===== src/common/exec_pkg.sv =====
`default_nettype none

package exec_pkg;

	// data path
	localparam int XLEN = 64;
	// word ops work on the low half
	localparam int WORD_W = 32;

	// register file
	localparam int REG_ADDR_W = 5;
	localparam int NUM_GPR = 32;

	// data ram, 256 bytes as double words
	localparam int DMEM_ADDR_W = 8;
	localparam int DMEM_WORDS = 32;
	localparam int STRB_W = 8;
	// byte offset inside one double word
	localparam int OFFS_W = 3;

	// shift amounts
	localparam int SHAMT_W = 6;
	localparam int SHAMTW_W = 5;

	// decoded operation
	typedef enum logic [4:0] {
		NOP,
		// 64-bit alu
		ADD, SUB, AND, OR, XOR, SLL, SRL, SRA, SLT, SLTU,
		// 32-bit word ops, result sign extended
		ADDW, SUBW, SLLW, SRLW, SRAW,
		// loads
		LB, LH, LW, LBU, LHU, LWU, LD,
		// stores
		SB, SH, SW, SD
	} exec_op_t;

	// load class
	function automatic logic is_load(exec_op_t op);
		return op inside {LB, LH, LW, LBU, LHU, LWU, LD};
	endfunction

	// store class
	function automatic logic is_store(exec_op_t op);
		return op inside {SB, SH, SW, SD};
	endfunction

	// anything that writes the alu result to rd
	function automatic logic is_alu(exec_op_t op);
		return op inside {ADD, SUB, AND, OR, XOR, SLL, SRL, SRA, SLT, SLTU,
			ADDW, SUBW, SLLW, SRLW, SRAW};
	endfunction

endpackage

`default_nettype wire


===== src/rtl/writeback_stage.sv =====
`timescale 1ns/1ps
`default_nettype none

module writeback_stage
	import exec_pkg::*;
(
	input  logic                   clk,
	input  logic                   rst,
	// from issue
	input  logic                   valid,
	input  exec_op_t               op,
	input  logic [REG_ADDR_W-1:0]  rd,
	input  logic [XLEN-1:0]        alu_result,
	input  logic [XLEN-1:0]        st_data,
	// from lsu_align load side
	input  logic [XLEN-1:0]        load_data,
	// back to lsu_align
	output exec_op_t               ex_op,
	output logic [OFFS_W-1:0]      ex_offs,
	// register file write port
	output logic                   gpr_wen,
	output logic [REG_ADDR_W-1:0]  gpr_rd,
	output logic [XLEN-1:0]        gpr_wdata,
	// retire report
	output logic                   retire_valid,
	output logic                   retire_wen,
	output logic [REG_ADDR_W-1:0]  retire_rd,
	output logic [XLEN-1:0]        retire_data
);

	logic                  ex_valid;
	logic [REG_ADDR_W-1:0] ex_rd;
	logic [XLEN-1:0]       ex_result;
	logic [XLEN-1:0]       ex_st_data;

	// execute to write-back register
	always_ff @(posedge clk) begin
		if (rst) begin
			ex_valid <= 1'b0;
			ex_op <= NOP;
		end else begin
			ex_valid <= valid;
			ex_op <= op;
		end
	end

	always_ff @(posedge clk) begin
		ex_rd <= rd;
		ex_result <= alu_result;
		ex_st_data <= st_data;
	end

	// low address bits pick the lanes of the ram word
	assign ex_offs = ex_result[OFFS_W-1:0];

	// loads take the aligned ram data, alu ops their result
	assign gpr_wdata = is_load(ex_op) ? load_data : ex_result;
	assign gpr_rd = ex_rd;
	// stores and nops write nothing, x0 stays zero
	assign gpr_wen = ex_valid && (is_alu(ex_op) || is_load(ex_op)) && ex_rd != '0;

	// retire flags
	always_ff @(posedge clk) begin
		if (rst) begin
			retire_valid <= 1'b0;
			retire_wen <= 1'b0;
		end else begin
			retire_valid <= ex_valid;
			retire_wen <= gpr_wen;
		end
	end

	// retire payload, store data for stores
	always_ff @(posedge clk) begin
		retire_rd <= ex_rd;
		retire_data <= is_store(ex_op) ? ex_st_data : gpr_wdata;
	end

endmodule

`default_nettype wire


===== config.mk =====
export PLATFORM = sky130hd
export DESIGN_NAME = writeback_stage
export DESIGN_NICKNAME = d
export VERILOG_FILES = /design/src/common/exec_pkg.sv /design/src/rtl/writeback_stage.sv
export SDC_FILE = /design/constraint.sdc
export NUM_CORES = 1
export LEC_CHECK = 0
export ABC_AREA = 1
export BUFFER_PORTS_ARGS = -buffer_cell sky130_fd_sc_hd__buf_2
export CORE_AREA = 2 2 136 138
export DETAILED_ROUTE_END_ITERATION = 7
export DIE_AREA = 0 0 138 140
export GPL_TIMING_DRIVEN = 0
export PLACE_DENSITY = 0.73
export SLEW_MARGIN = 20
export SYNTH_ARGS = -nofsm -noshare
export SYNTH_HDL_FRONTEND = slang
export SYNTH_SLANG_ARGS = --single-unit

===== constraint.sdc =====
create_clock -name clk -period 3.7 [get_ports clk]
set_clock_uncertainty 0.1 [all_clocks]
set_input_delay 0.37 -clock clk [delete_from_list [all_inputs] [get_ports clk]]
set_output_delay 0.37 -clock clk [all_outputs]
set_load 0.02 [all_outputs]

==> summary.txt <==
Detailed routing
  • Drt total wl: 23.9 mm
  • Routed len/inst: 16.6 um
  • Post-route DRC violation count: 0
  • DRT antenna net count: 0
  • DR vias: 6,768
  • Vias/cell: 4.70
  • Router iterations before antenna repair: 5
  • Initial DRC Count: 226

Clock tree
  • Clock slew at reported path FFs: 0.06 ns
  • CTS root buf: clkbuf_16
  • Inserted Clock Buffers: 23
  • CTS tree: yes
  • CTS Sinks: 210
  • Post-CTS Resized: 0
  • Clock Latency Late Sink: 0.49 ns
  • Post-CTS setup buffer count: 0
  • CTS H-Tree Depth: 1
  • Cts hold-fix bufs: 139
  • Clock Tree Buf Depth: 3

Yosys
  • Post-Synthesis Cells: 683
  • Mapped Area: 0.00653 mm2
  • Post-synth ARST share: 0%
  • YS warnings: 0
  • Sequential area share after synthesis: 64.4%
  • Synth top area share: 64.4%
  • Netlist cell types: 14
  • Number of enable flip-flop cells after synthesis: 0
  • Syn Nets: 888
  • Dominant cell type by area after synthesis: dfxtp_1
  • Most common cell in the netlist: nand2_1
  • Synth cell count leaders: nand2_1 (223), dfxtp_1 (210), nand3_1 (66)
  • Leading register cell type out of synthesis: dfxtp_1
  • Synth area leaders: dfxtp_1 (64%), nand2_1 (13%), nand4_1 (6.1%), nand3_1 (5.1%), nand2_2 (3.9%)
  • Flops & latches, synth: 210
  • Synthesized area per cell: 9.55 um2

STA
  • Achievable Freq: 0.422 GHz
  • RSZ-0062 raised after global routing: no
  • Rel. slew slack: 70.7%
  • Fin crit share: 64.1%
  • Setup TNS: 0 ns
  • Fin. max-slew vios: 0
  • Worst-Margin Slew: 0.439 ns
  • Tmin final: 2.37 ns
  • Final setup fails: 0
  • Final hold vios: 0

Placement
  • Inst Count DP: 1,264
  • PortBufs: 352
  • Dpl hpwl: 15.1 mm
  • Post-DP Area: 0.00857 mm2
  • GPL Wtd Cong: 0.898

Status
  • Outcome: finished clean

Global route
  • Largest net degree at the start of global routing: 13
  • Initial antenna violation count: 1
  • First-pass GRT wire length: 36.3 mm
  • Total grt overflow: 0
  • Vias in the first global route: 7,021
  • Gr usage total: 23.5%

Worst hold path
  • Hold Crit Class: in2reg
  • Hold path depth: 2

Worst setup path
  • Crit-path slowest cell: dfxtp_1
  • Arrival time at the worst endpoint: 1.90 ns
  • Setup Crit Path Kind: reg2out
  • CP peak stage delay: 0.35 ns
  • CP Depth: 6
  • CP Capture Type: output port
  • CP bufs+invs: 3
  • CP dominant cell by count: buf_2
  • Worst r2r path cells: 6
  • WP data required: 3.23 ns
  • Crit-path cells: nand3_2 > buf_4 > buf_2 > nand3_1 > nand2_1 > buf_2
  • CP top delay family: buffers and inverters
  • Crit path max fanout: 10
  • FF-to-FF setup slack: 2.04 ns
  • Critical Path Start Type: register

Power and ir drop
  • Sw Share: 25.6%
  • Pwr Total: 5.44 mW
  • NetSw: 1.39 mW
  • Sequential power share: 45.5%
  • Internal: 4.05 mW
  • Max IR drop VDD: 0.404 mV
  • Pleak: 5.52 nW
  • Comb pwr share: 15.5%
  • Clock group share of total power: 39.0%
  • PwrDens: 511 mW/mm2

Floorplan
  • Die W: 138 um
  • Boundary pin count: 354
  • Die H: 140 um
  • Initial core utilization: 36.7%
  • CORE AREA: 0.0178 mm2
  • Die footprint: 0.0193 mm2
  • Core Rows: 49

Layout
  • Fraction of layout cells with a size suffix above 1: 39.4%
  • Finished Layout Cells: 1,441
  • Antenna cell count: 0
  • Design area: 0.0107 mm2
  • Total Nets Final: 1,404
  • Area Growth Syn to Fin: 63.4%

Flow run
  • Number of max-cap violations: 0
-- worst paths after layout --
| kind | end | startpoint |
|---|---|---|
| worst max-delay path | gpr_wdata[52] | ex_op[0]$_SDFF_PP0_ |
| worst min-delay path | ex_op[1]$_SDFF_PP0_ | rst |
| worst max register to register | retire_data[47]$_DFF_P_ | ex_op[2]$_SDFF_PP0_ |
| worst min register to register | retire_rd[1]$_DFF_P_ | gpr_rd[1]$_DFF_P_ |
-- registers in the layout, summed over array words and instances (netlist names) --
signal        cells
retire_wen        1
ex_result        64
retire_rd         5
retire_data      64
retire_valid      1
ex_op             5
ex_valid          1
gpr_rd            5
ex_st_data       64
-- per-stage QoR --
stage / setup WS, ns / hold WS (ns) / util, %
after CTS: 1.33 / 0.0935 / 60.0
after global routing: 1.24 / 0.131 / 60.0
after floorplan: 2.05 / 0.298 / -
final: 1.33 / 0.115 / 60.0
after detailed placement: 1.86 / 0.260 / 48.2
after global placement: 1.87 / 0.253 / 48.2
-- cell type report --
class                      instances  area [um2]
timing repair buffer             491        3150
multi-input combinational        410        1900
sequential                       210        4200
fill                            1474        7120
inverter                          11        41.3
buffer                            52         378
tap                              229         287
clock buffer                      35         651
clock inverter                     3        43.8
-- cell usage in the layout (no fill, tap or decap) --
cell / n
buf_2: 378
buf_4: 10
buf_6: 15
bufinv_16: 1
clkbuf_1: 10
clkbuf_16: 23
clkbuf_8: 3
clkinv_2: 1
dfxtp_1: 210
dlygate4sd3_1: 139
inv_1: 10
inv_2: 1
inv_6: 1
nand2_1: 223
nand2_2: 41
nand3_1: 66
nand3_2: 2
nand4_1: 64
nor2_1: 12
nor2_2: 2
-- worst register-to-register path, cell delays in order, from the launching register on --
cell and delay, ns:
dfxtp_1 0.41, nor2_1 0.09, nor2_2 0.12, nand3_2 0.36
buf_6 0.29, nand2_1 0.07, nand2_1 0.08
-- power groups by stage --
stage                     registers [mW]  clock network (mW)  logic [mW]
after floorplan                     2.62                   0       0.285
after global placement              2.51                   0       0.702
after detailed placement            2.52                   0       0.710
after CTS                           2.47                2.16       0.831
after global routing                2.49                2.27       0.902
final                               2.48                2.12       0.846
-- routing by layer --
layer | up-vias | GRT usage [%] | part of all wire, %
met5 | - | 0 | 0.054
met4 | 2 | 9.24 | 3.8
met3 | 72 | 6.12 | 7.1
met2 | 323 | 44.7 | 53
met1 | 3130 | 24.7 | 37
li1 | 3241 | - | -
-- cells by family after synthesis --
group,synth area share [%]
and+or+nand+nor,29.1
buffers and inverters,6.42
DFF,64.4
Power figures use the tool's default switching activity.
