**src/common/exec_pkg.sv**
```systemverilog
`default_nettype none

package exec_pkg;

	// data path
	localparam int XLEN = 64;
	// word ops work on the low half
	localparam int WORD_W = 32;

	// register file
	localparam int REG_ADDR_W = 5;
	localparam int NUM_GPR = 32;

	// data ram, 256 bytes as double words
	localparam int DMEM_ADDR_W = 8;
	localparam int DMEM_WORDS = 32;
	localparam int STRB_W = 8;
	// byte offset inside one double word
	localparam int OFFS_W = 3;

	// shift amounts
	localparam int SHAMT_W = 6;
	localparam int SHAMTW_W = 5;

	// decoded operation
	typedef enum logic [4:0] {
		NOP,
		// 64-bit alu
		ADD, SUB, AND, OR, XOR, SLL, SRL, SRA, SLT, SLTU,
		// 32-bit word ops, result sign extended
		ADDW, SUBW, SLLW, SRLW, SRAW,
		// loads
		LB, LH, LW, LBU, LHU, LWU, LD,
		// stores
		SB, SH, SW, SD
	} exec_op_t;

	// load class
	function automatic logic is_load(exec_op_t op);
		return op inside {LB, LH, LW, LBU, LHU, LWU, LD};
	endfunction

	// store class
	function automatic logic is_store(exec_op_t op);
		return op inside {SB, SH, SW, SD};
	endfunction

	// anything that writes the alu result to rd
	function automatic logic is_alu(exec_op_t op);
		return op inside {ADD, SUB, AND, OR, XOR, SLL, SRL, SRA, SLT, SLTU,
			ADDW, SUBW, SLLW, SRLW, SRAW};
	endfunction

endpackage

`default_nettype wire

```
**src/lsu/lsu_align.sv**
```systemverilog
`timescale 1ns/1ps
`default_nettype none

module lsu_align
	import exec_pkg::*;
(
	// store side, same cycle as issue
	input  exec_op_t            st_op,
	input  logic [OFFS_W-1:0]   st_offs,
	input  logic [XLEN-1:0]     st_src,
	output logic [XLEN-1:0]     wdata,
	output logic [STRB_W-1:0]   wstrb,
	// load side, one cycle later with the ram read word
	input  exec_op_t            ld_op,
	input  logic [OFFS_W-1:0]   ld_offs,
	input  logic [XLEN-1:0]     rdata,
	output logic [XLEN-1:0]     load_data
);

	// strobe pattern before the lane shift
	logic [STRB_W-1:0] st_mask;
	// read word moved down so the addressed byte sits at bit 0
	logic [XLEN-1:0]   ld_shift;

	// access size from the opcode
	always_comb begin
		case (st_op)
			SB: st_mask = STRB_W'(8'h01);
			SH: st_mask = STRB_W'(8'h03);
			SW: st_mask = STRB_W'(8'h0f);
			SD: st_mask = '1;
			// not a store, nothing written
			default: st_mask = '0;
		endcase
	end

	// move mask and data up to the addressed lanes
	// lanes outside the mask carry junk, the strobes drop them
	assign wstrb = st_mask << st_offs;
	assign wdata = st_src << {st_offs, 3'b000};

	assign ld_shift = rdata >> {ld_offs, 3'b000};

	// pick the size and extend
	always_comb begin
		case (ld_op)
			LB: load_data = {{(XLEN-8){ld_shift[7]}}, ld_shift[7:0]};
			LH: load_data = {{(XLEN-16){ld_shift[15]}}, ld_shift[15:0]};
			LW: begin
				load_data = {{(XLEN-WORD_W){ld_shift[WORD_W-1]}}, ld_shift[WORD_W-1:0]};
			end
			// unsigned forms fill with zeros
			LBU: load_data = {{(XLEN-8){1'b0}}, ld_shift[7:0]};
			LHU: load_data = {{(XLEN-16){1'b0}}, ld_shift[15:0]};
			LWU: load_data = {{(XLEN-WORD_W){1'b0}}, ld_shift[WORD_W-1:0]};
			// double words are always at offset 0
			LD: load_data = rdata;
			default: load_data = '0;
		endcase
	end

endmodule

`default_nettype wire

```
**config.mk**
```make
export PLATFORM = sky130hd
export DESIGN_NAME = lsu_align
export DESIGN_NICKNAME = d
export VERILOG_FILES = /design/src/common/exec_pkg.sv /design/src/lsu/lsu_align.sv
export SDC_FILE = /design/constraint.sdc
export NUM_CORES = 1
export LEC_CHECK = 0
export ABC_AREA = 1
export BUFFER_PORTS_ARGS = -buffer_cell sky130_fd_sc_hd__buf_2
export CELL_PAD_IN_SITES_DETAIL_PLACEMENT = 1
export CELL_PAD_IN_SITES_GLOBAL_PLACEMENT = 2
export CORE_MARGIN = 1
export CORE_UTILIZATION = 19
export DETAILED_ROUTE_END_ITERATION = 8
export PLACE_DENSITY = 0.85
export SLEW_MARGIN = 25
export SYNTH_ARGS = -nofsm -noshare
export SYNTH_HDL_FRONTEND = slang
export SYNTH_SLANG_ARGS = --single-unit
```
**constraint.sdc**
```tcl
create_clock -name vclk -period 1.45
set_clock_uncertainty 0.15 [all_clocks]
set_input_delay 0.0725 -clock vclk [all_inputs]
set_output_delay 0.0725 -clock vclk [all_outputs]
set_load 0.005 [all_outputs]
```
==> flow_metrics.tcl, run 1 <==
set metrics [dict create \
    run_status "complete, but fails checks" \
    violations "setup timing" \
    dpl.hpwl_um 20800 \
    antenna_found_initial 6 \
    nets 1450 \
    regArea_um2 0 \
    m1WireLength_um 11600 \
    power.leakage_nw 4.53 \
    tightest_slew_ns 0.428 \
    cp-end-kind "output port" \
    synth_xor_area_share_pct 0 \
    stdcell_area_um2 7660 \
    min_path_cells 4 \
    start_kind "input pin" \
    dieArea_um2 23800 \
    placed_area_um2 6640 \
    synthSimpleGateAreaFrac_pct 65.9 \
    critPathSlowestCell "o21bai_4" \
    hold_path_end "load_data[3]" \
    critPathRequiredTime_ns 1.23 \
    gr-total-overflow 0 \
    critPathMaxFanout 5 \
    routed_wl_um 27900 \
    worst_slack_ns -0.135 \
    setup_viol 58 \
    path_class "in -> out" \
    crit_chain "buf_12 > buf_16 > nand2_4 > nand2_2 > nand2_2 > nand2_4 > o21bai_4 > buf_6 > buf_6 > o211ai_1 > buf_2" \
    wl_met2_um 14200 \
    wl_per_cell_um 17.5 \
    max_freq_mhz 631 \
    ys_seq_area_share_pct 0 \
    maxCapViolCount 0 \
    synth_common_cells "nand2_1 (435), nand3_1 (142), nor2_1 (98), o21ai_0 (73), inv_1 (50)" \
    synth.area.mux_share_pct 5.22 \
    fin_crit_ns 1.59 \
    start_util_pct 19.4 \
    drc 0 \
    die_h_um 154 \
    ir_drop_mv 0.0887 \
    num-clock-buffers 0 \
    grt_usage_pct 20.9 \
    die_w_um 154 \
    ios 280 \
    antenna_left 0 \
    relSlewSlack_pct 71.5 \
    yosysMostFrequentCell "nand2_1" \
    drive_above_1_share_pct 38.1 \
    place.gp.congestion 0.898 \
    ys_types 27 \
    max_stage_delay_ns 0.19 \
    synth-adder-area-share_pct 0 \
    core_area_um2 22700 \
    routed-wl-met3_um 1260 \
    first_pass_iters 5 \
    synth-compound-area-share_pct 15.5 \
    slew_violations 0 \
    fin_hold_ws_ns 0.284 \
    grt_max_degree 46 \
    fin_crit_sh_pct 109 \
    synth_top_family_by_area "simple AND/OR/NAND/NOR gates" \
    row_count 55 \
    synth.net_count 1121 \
    min_path_type "in -> out" \
    synthTopCellsByArea "nand2_1 (37%), nand3_1 (16%), nor2_1 (8.3%)" \
    drtIter0Drc 351 \
    synth_area_um2 4410 \
    cp.arrival_ns 1.36 \
    synth_top_area_cell "nand2_1" \
    postSynthAreaPerCell_um2 4.52 \
    grt_setup_unrepaired "yes" \
    post_drt_via_cell_ratio 4.94 \
    power_w 0.00219 \
    synth_cells 977 \
    min_from "rdata[3]" \
    yosys_warnings 0 \
    portBuffers 280 \
    area_delta_synth_final_pct 73.6 \
    hold_violations 0 \
    grt_pass1_vias 7847 \
    num_vias 7882 \
    grt_pass1_wl_um 40800 \
    design.seq.count 0 \
    fin_setup_tns_ns -5.09 \
    highest_layer "met5" \
    p_per_area_nw_per_um2 286 \
    yosysTopAreaCellShare_pct 37.0 \
]
[critical path: cells and delay by family]
family          cells  cell delay, ns
buf+inv             5            0.71
compound gates      2            0.32
simple gates        4            0.26
[repair_timing]
item | in CTS | in global routing
pin swaps | 26 | 30
gates resized for setup | 96 | 89
setup buffers | 14 | 4
hold buffers | 0 | 0
endpoints found under the setup margin | 65 | 94
cloned | 3 | 10
[how the worst max path moves through the flow]
stage          cells after the start  slack (ns)             to       start
5_1_grt                           12       -0.17  load_data[17]  ld_offs[0]
6_report                          11       -0.14  load_data[14]  ld_offs[0]
2_1_floorplan                     12         0.1  load_data[16]  ld_offs[0]
3_3_place_gp                      10       -0.26  load_data[18]  ld_offs[0]
3_5_place_dp                      10       -0.32  load_data[18]  ld_offs[0]
4_1_cts                            9        -0.1  load_data[13]    ld_op[1]
[metrics by stage]
step                util (%)  std cells  setup slack (ns)
finish                  33.7       1596            -0.135
global route            33.7       1593            -0.173
CTS                     31.6       1576           -0.0953
detailed placement      29.2       1559            -0.320
global placement        29.2       1559            -0.260
floorplan                  -        977            0.0991
[routing by layer]
metal / track usage [%] / vias to the layer above
li1: - / 3817
met1: 25.5 / 3726
met2: 38.7 / 277
met3: 1.71 / 60
met4: 6.13 / 2
met5: 0 / -
[kinds of logic (layout without fill, tap and decap cells)]
group,count (synthesis),in the layout
AO/OA/AOI/OAI,120,120
AND/OR/NAND/NOR,702,702
multiplexers,23,23
buffers and inverters,132,459
other,0,7
[cell usage in the layout, fill, tap and decap left out, types with 6 or more instances in the layout]
cell       netlist  routed
nand2_2          3      20
o21ai_1          5      21
mux2i_1         23      22
o21ai_0         73      54
buf_4            6      74
inv_2            8       6
nor2_1          98      73
buf_2           23     270
diode_2          0       7
nand3_1        142     130
nor2_2           3      16
nand2_4          0      10
clkbuf_16        0       8
o211ai_1        19      19
nand4_1         10      10
nand2_1        435     408
a31oi_1          9       9
nor2_4           3      15
buf_6            6      22
buf_8            0       8
nand3_2          0      11
a21oi_1         10       7
inv_1           50      45
buf_12           0      15
[layout make-up]
cell class	instances	area (µm²)
repair buffers	401	2890
inverters	58	241
fillers	3162	15000
multi-input cells	845	4160
well taps	285	357
diodes	7	17.5
[power breakdown]
group | internal, W | switching (W) | total (W) | leakage [nW]
Sequential | 0 | 0 | 0 | 0
Combinational | 0.000951 | 0.00124 | 0.00219 | 4.53
Clock | 0.000000000646 | 0 | 0.000000000646 | 0.0000444
Note: power is estimated with default switching activity, not from simulation.
==> inputs of run 2 (changes only) <==
==> constraint.sdc (replaced) <==
create_clock -name vclk -period 1.45
set_clock_uncertainty 0.15 [all_clocks]
set_input_delay 0.0725 -clock vclk [all_inputs]
set_output_delay 0.0725 -clock vclk [all_outputs]
set_load 0.01 [all_outputs]
==> flow_metrics.tcl, run 2 (synthesis results as in run 1) <==
set metrics [dict create \
    relSlewSlack_pct 71.0 \
    core_area_um2 22700 \
    routed_wl_um 28600 \
    grt_pass1_wl_um 41300 \
    multi_input_area_um2 4210 \
    power.leakage_nw 4.54 \
    cp-end-kind "output port" \
    stdcell_area_um2 7760 \
    worst_slack_ns -0.263 \
    wl_per_cell_um 18.0 \
    critPathMostFrequentCell "buf_12" \
    maxCapViolCount 0 \
    start_kind "input pin" \
    design.seq.count 0 \
    gr-total-overflow 0 \
    min_path_type "in -> out" \
    fin_crit_ns 1.71 \
    grt_max_degree 53 \
    hold_violations 0 \
    setup_viol 59 \
    final_cell_mix "nand2_1 (404), buf_2 (256), nand3_1 (128), nor2_1 (87), buf_4 (71)" \
    antenna_found_initial 9 \
    max_freq_mhz 584 \
    antenna_left 0 \
    place_inst 1553 \
    area_delta_synth_final_pct 75.8 \
    run_status "complete, but fails checks" \
    die_w_um 154 \
    nFillCells 3154 \
    num_vias 7954 \
    fin_cells 1590 \
    drive_above_1_share_pct 37.6 \
    grt_usage_pct 21.4 \
    grt_setup_unrepaired "yes" \
    critPathRequiredTime_ns 1.23 \
    drtIter0Drc 387 \
    tightest_slew_ns 0.436 \
    fin_crit_sh_pct 118 \
    cp_top_family "simple AND/OR/NAND/NOR gates" \
    path_class "in -> out" \
    fin_setup_tns_ns -11.05 \
    num-clock-buffers 0 \
    path_buf_inv 4 \
    slew_violations 0 \
    ios 280 \
    dpl.hpwl_um 20800 \
    crit_chain "buf_12 > buf_12 > nand2_4 > nand2_2 > nand2_2 > nand2_4 > nor2_4 > nor2_8 > nor2_4 > buf_12 > nand3_1 > buf_2" \
    p_per_area_nw_per_um2 296 \
    grt_pass1_vias 7794 \
    dp_slack_ns -0.306 \
    ir_drop_mv 0.0925 \
    drc 0 \
    first_pass_iters 5 \
    start_util_pct 19.4 \
    nets 1444 \
    violations "setup timing" \
    cp.arrival_ns 1.49 \
    portBuffers 280 \
    critPathSlowestCell "buf_12" \
    dieArea_um2 23800 \
    fin_hold_ws_ns 0.304 \
    post_drt_via_cell_ratio 5.00 \
    regArea_um2 0 \
    place.gp.congestion 0.912 \
    final_common_cell "nand2_1" \
    max_stage_delay_ns 0.18 \
    die_h_um 154 \
    placed_area_um2 6590 \
    critPathMaxFanout 25 \
    row_count 55 \
]
run 2: worst paths after layout:
kind	slack (ns)	end	depth (start not counted)	from
setup / recovery	-0.26	load_data[54]	12	ld_offs[0]
hold / removal	0.30	load_data[1]	4	rdata[1]
run 2: timing repair:
item                                    in CTS  in global routing
gates resized for setup                    106                101
hold endpoints to repair                     0                  0
endpoints found under the setup margin      64                 93
hold buffers                                 0                  0
gates cloned                                 4                  6
setup buffers                               15                 12
pin swaps                                   12                 29
run 2: routing by layer:
metal | vias up | track usage [%] | wire length [µm]
met2 | 273 | 39.0 | 14200
li1 | 3817 | - | -
met4 | 4 | 7.69 | 1140
met5 | - | 0 | 29
met1 | 3790 | 25.3 | 11800
met3 | 70 | 2.77 | 1450
run 2: layout make-up:
class / count / share of cell area [%]
inverters: 58 / 3.18
repair buffers: 395 / 37.8
diodes: 7 / 0.226
multi-input cells: 845 / 54.2
well taps: 285 / 4.59
run 2: power breakdown:
part	total (W)	internal, W	switching [W]
Clock	0.000000000646	0.000000000646	0
Combinational	0.00230	0.000959	0.00134
Sequential	0	0	0
Total	0.00230	0.000959	0.00134
run 2: stage by stage:
step / power (W) / util [%]
global placement: 0.00193 / 29.0
detailed placement: 0.00197 / 29.0
finish: 0.00230 / 34.2
floorplan: 0.00104 / -
CTS: 0.00211 / 31.9
global route: 0.00250 / 34.2
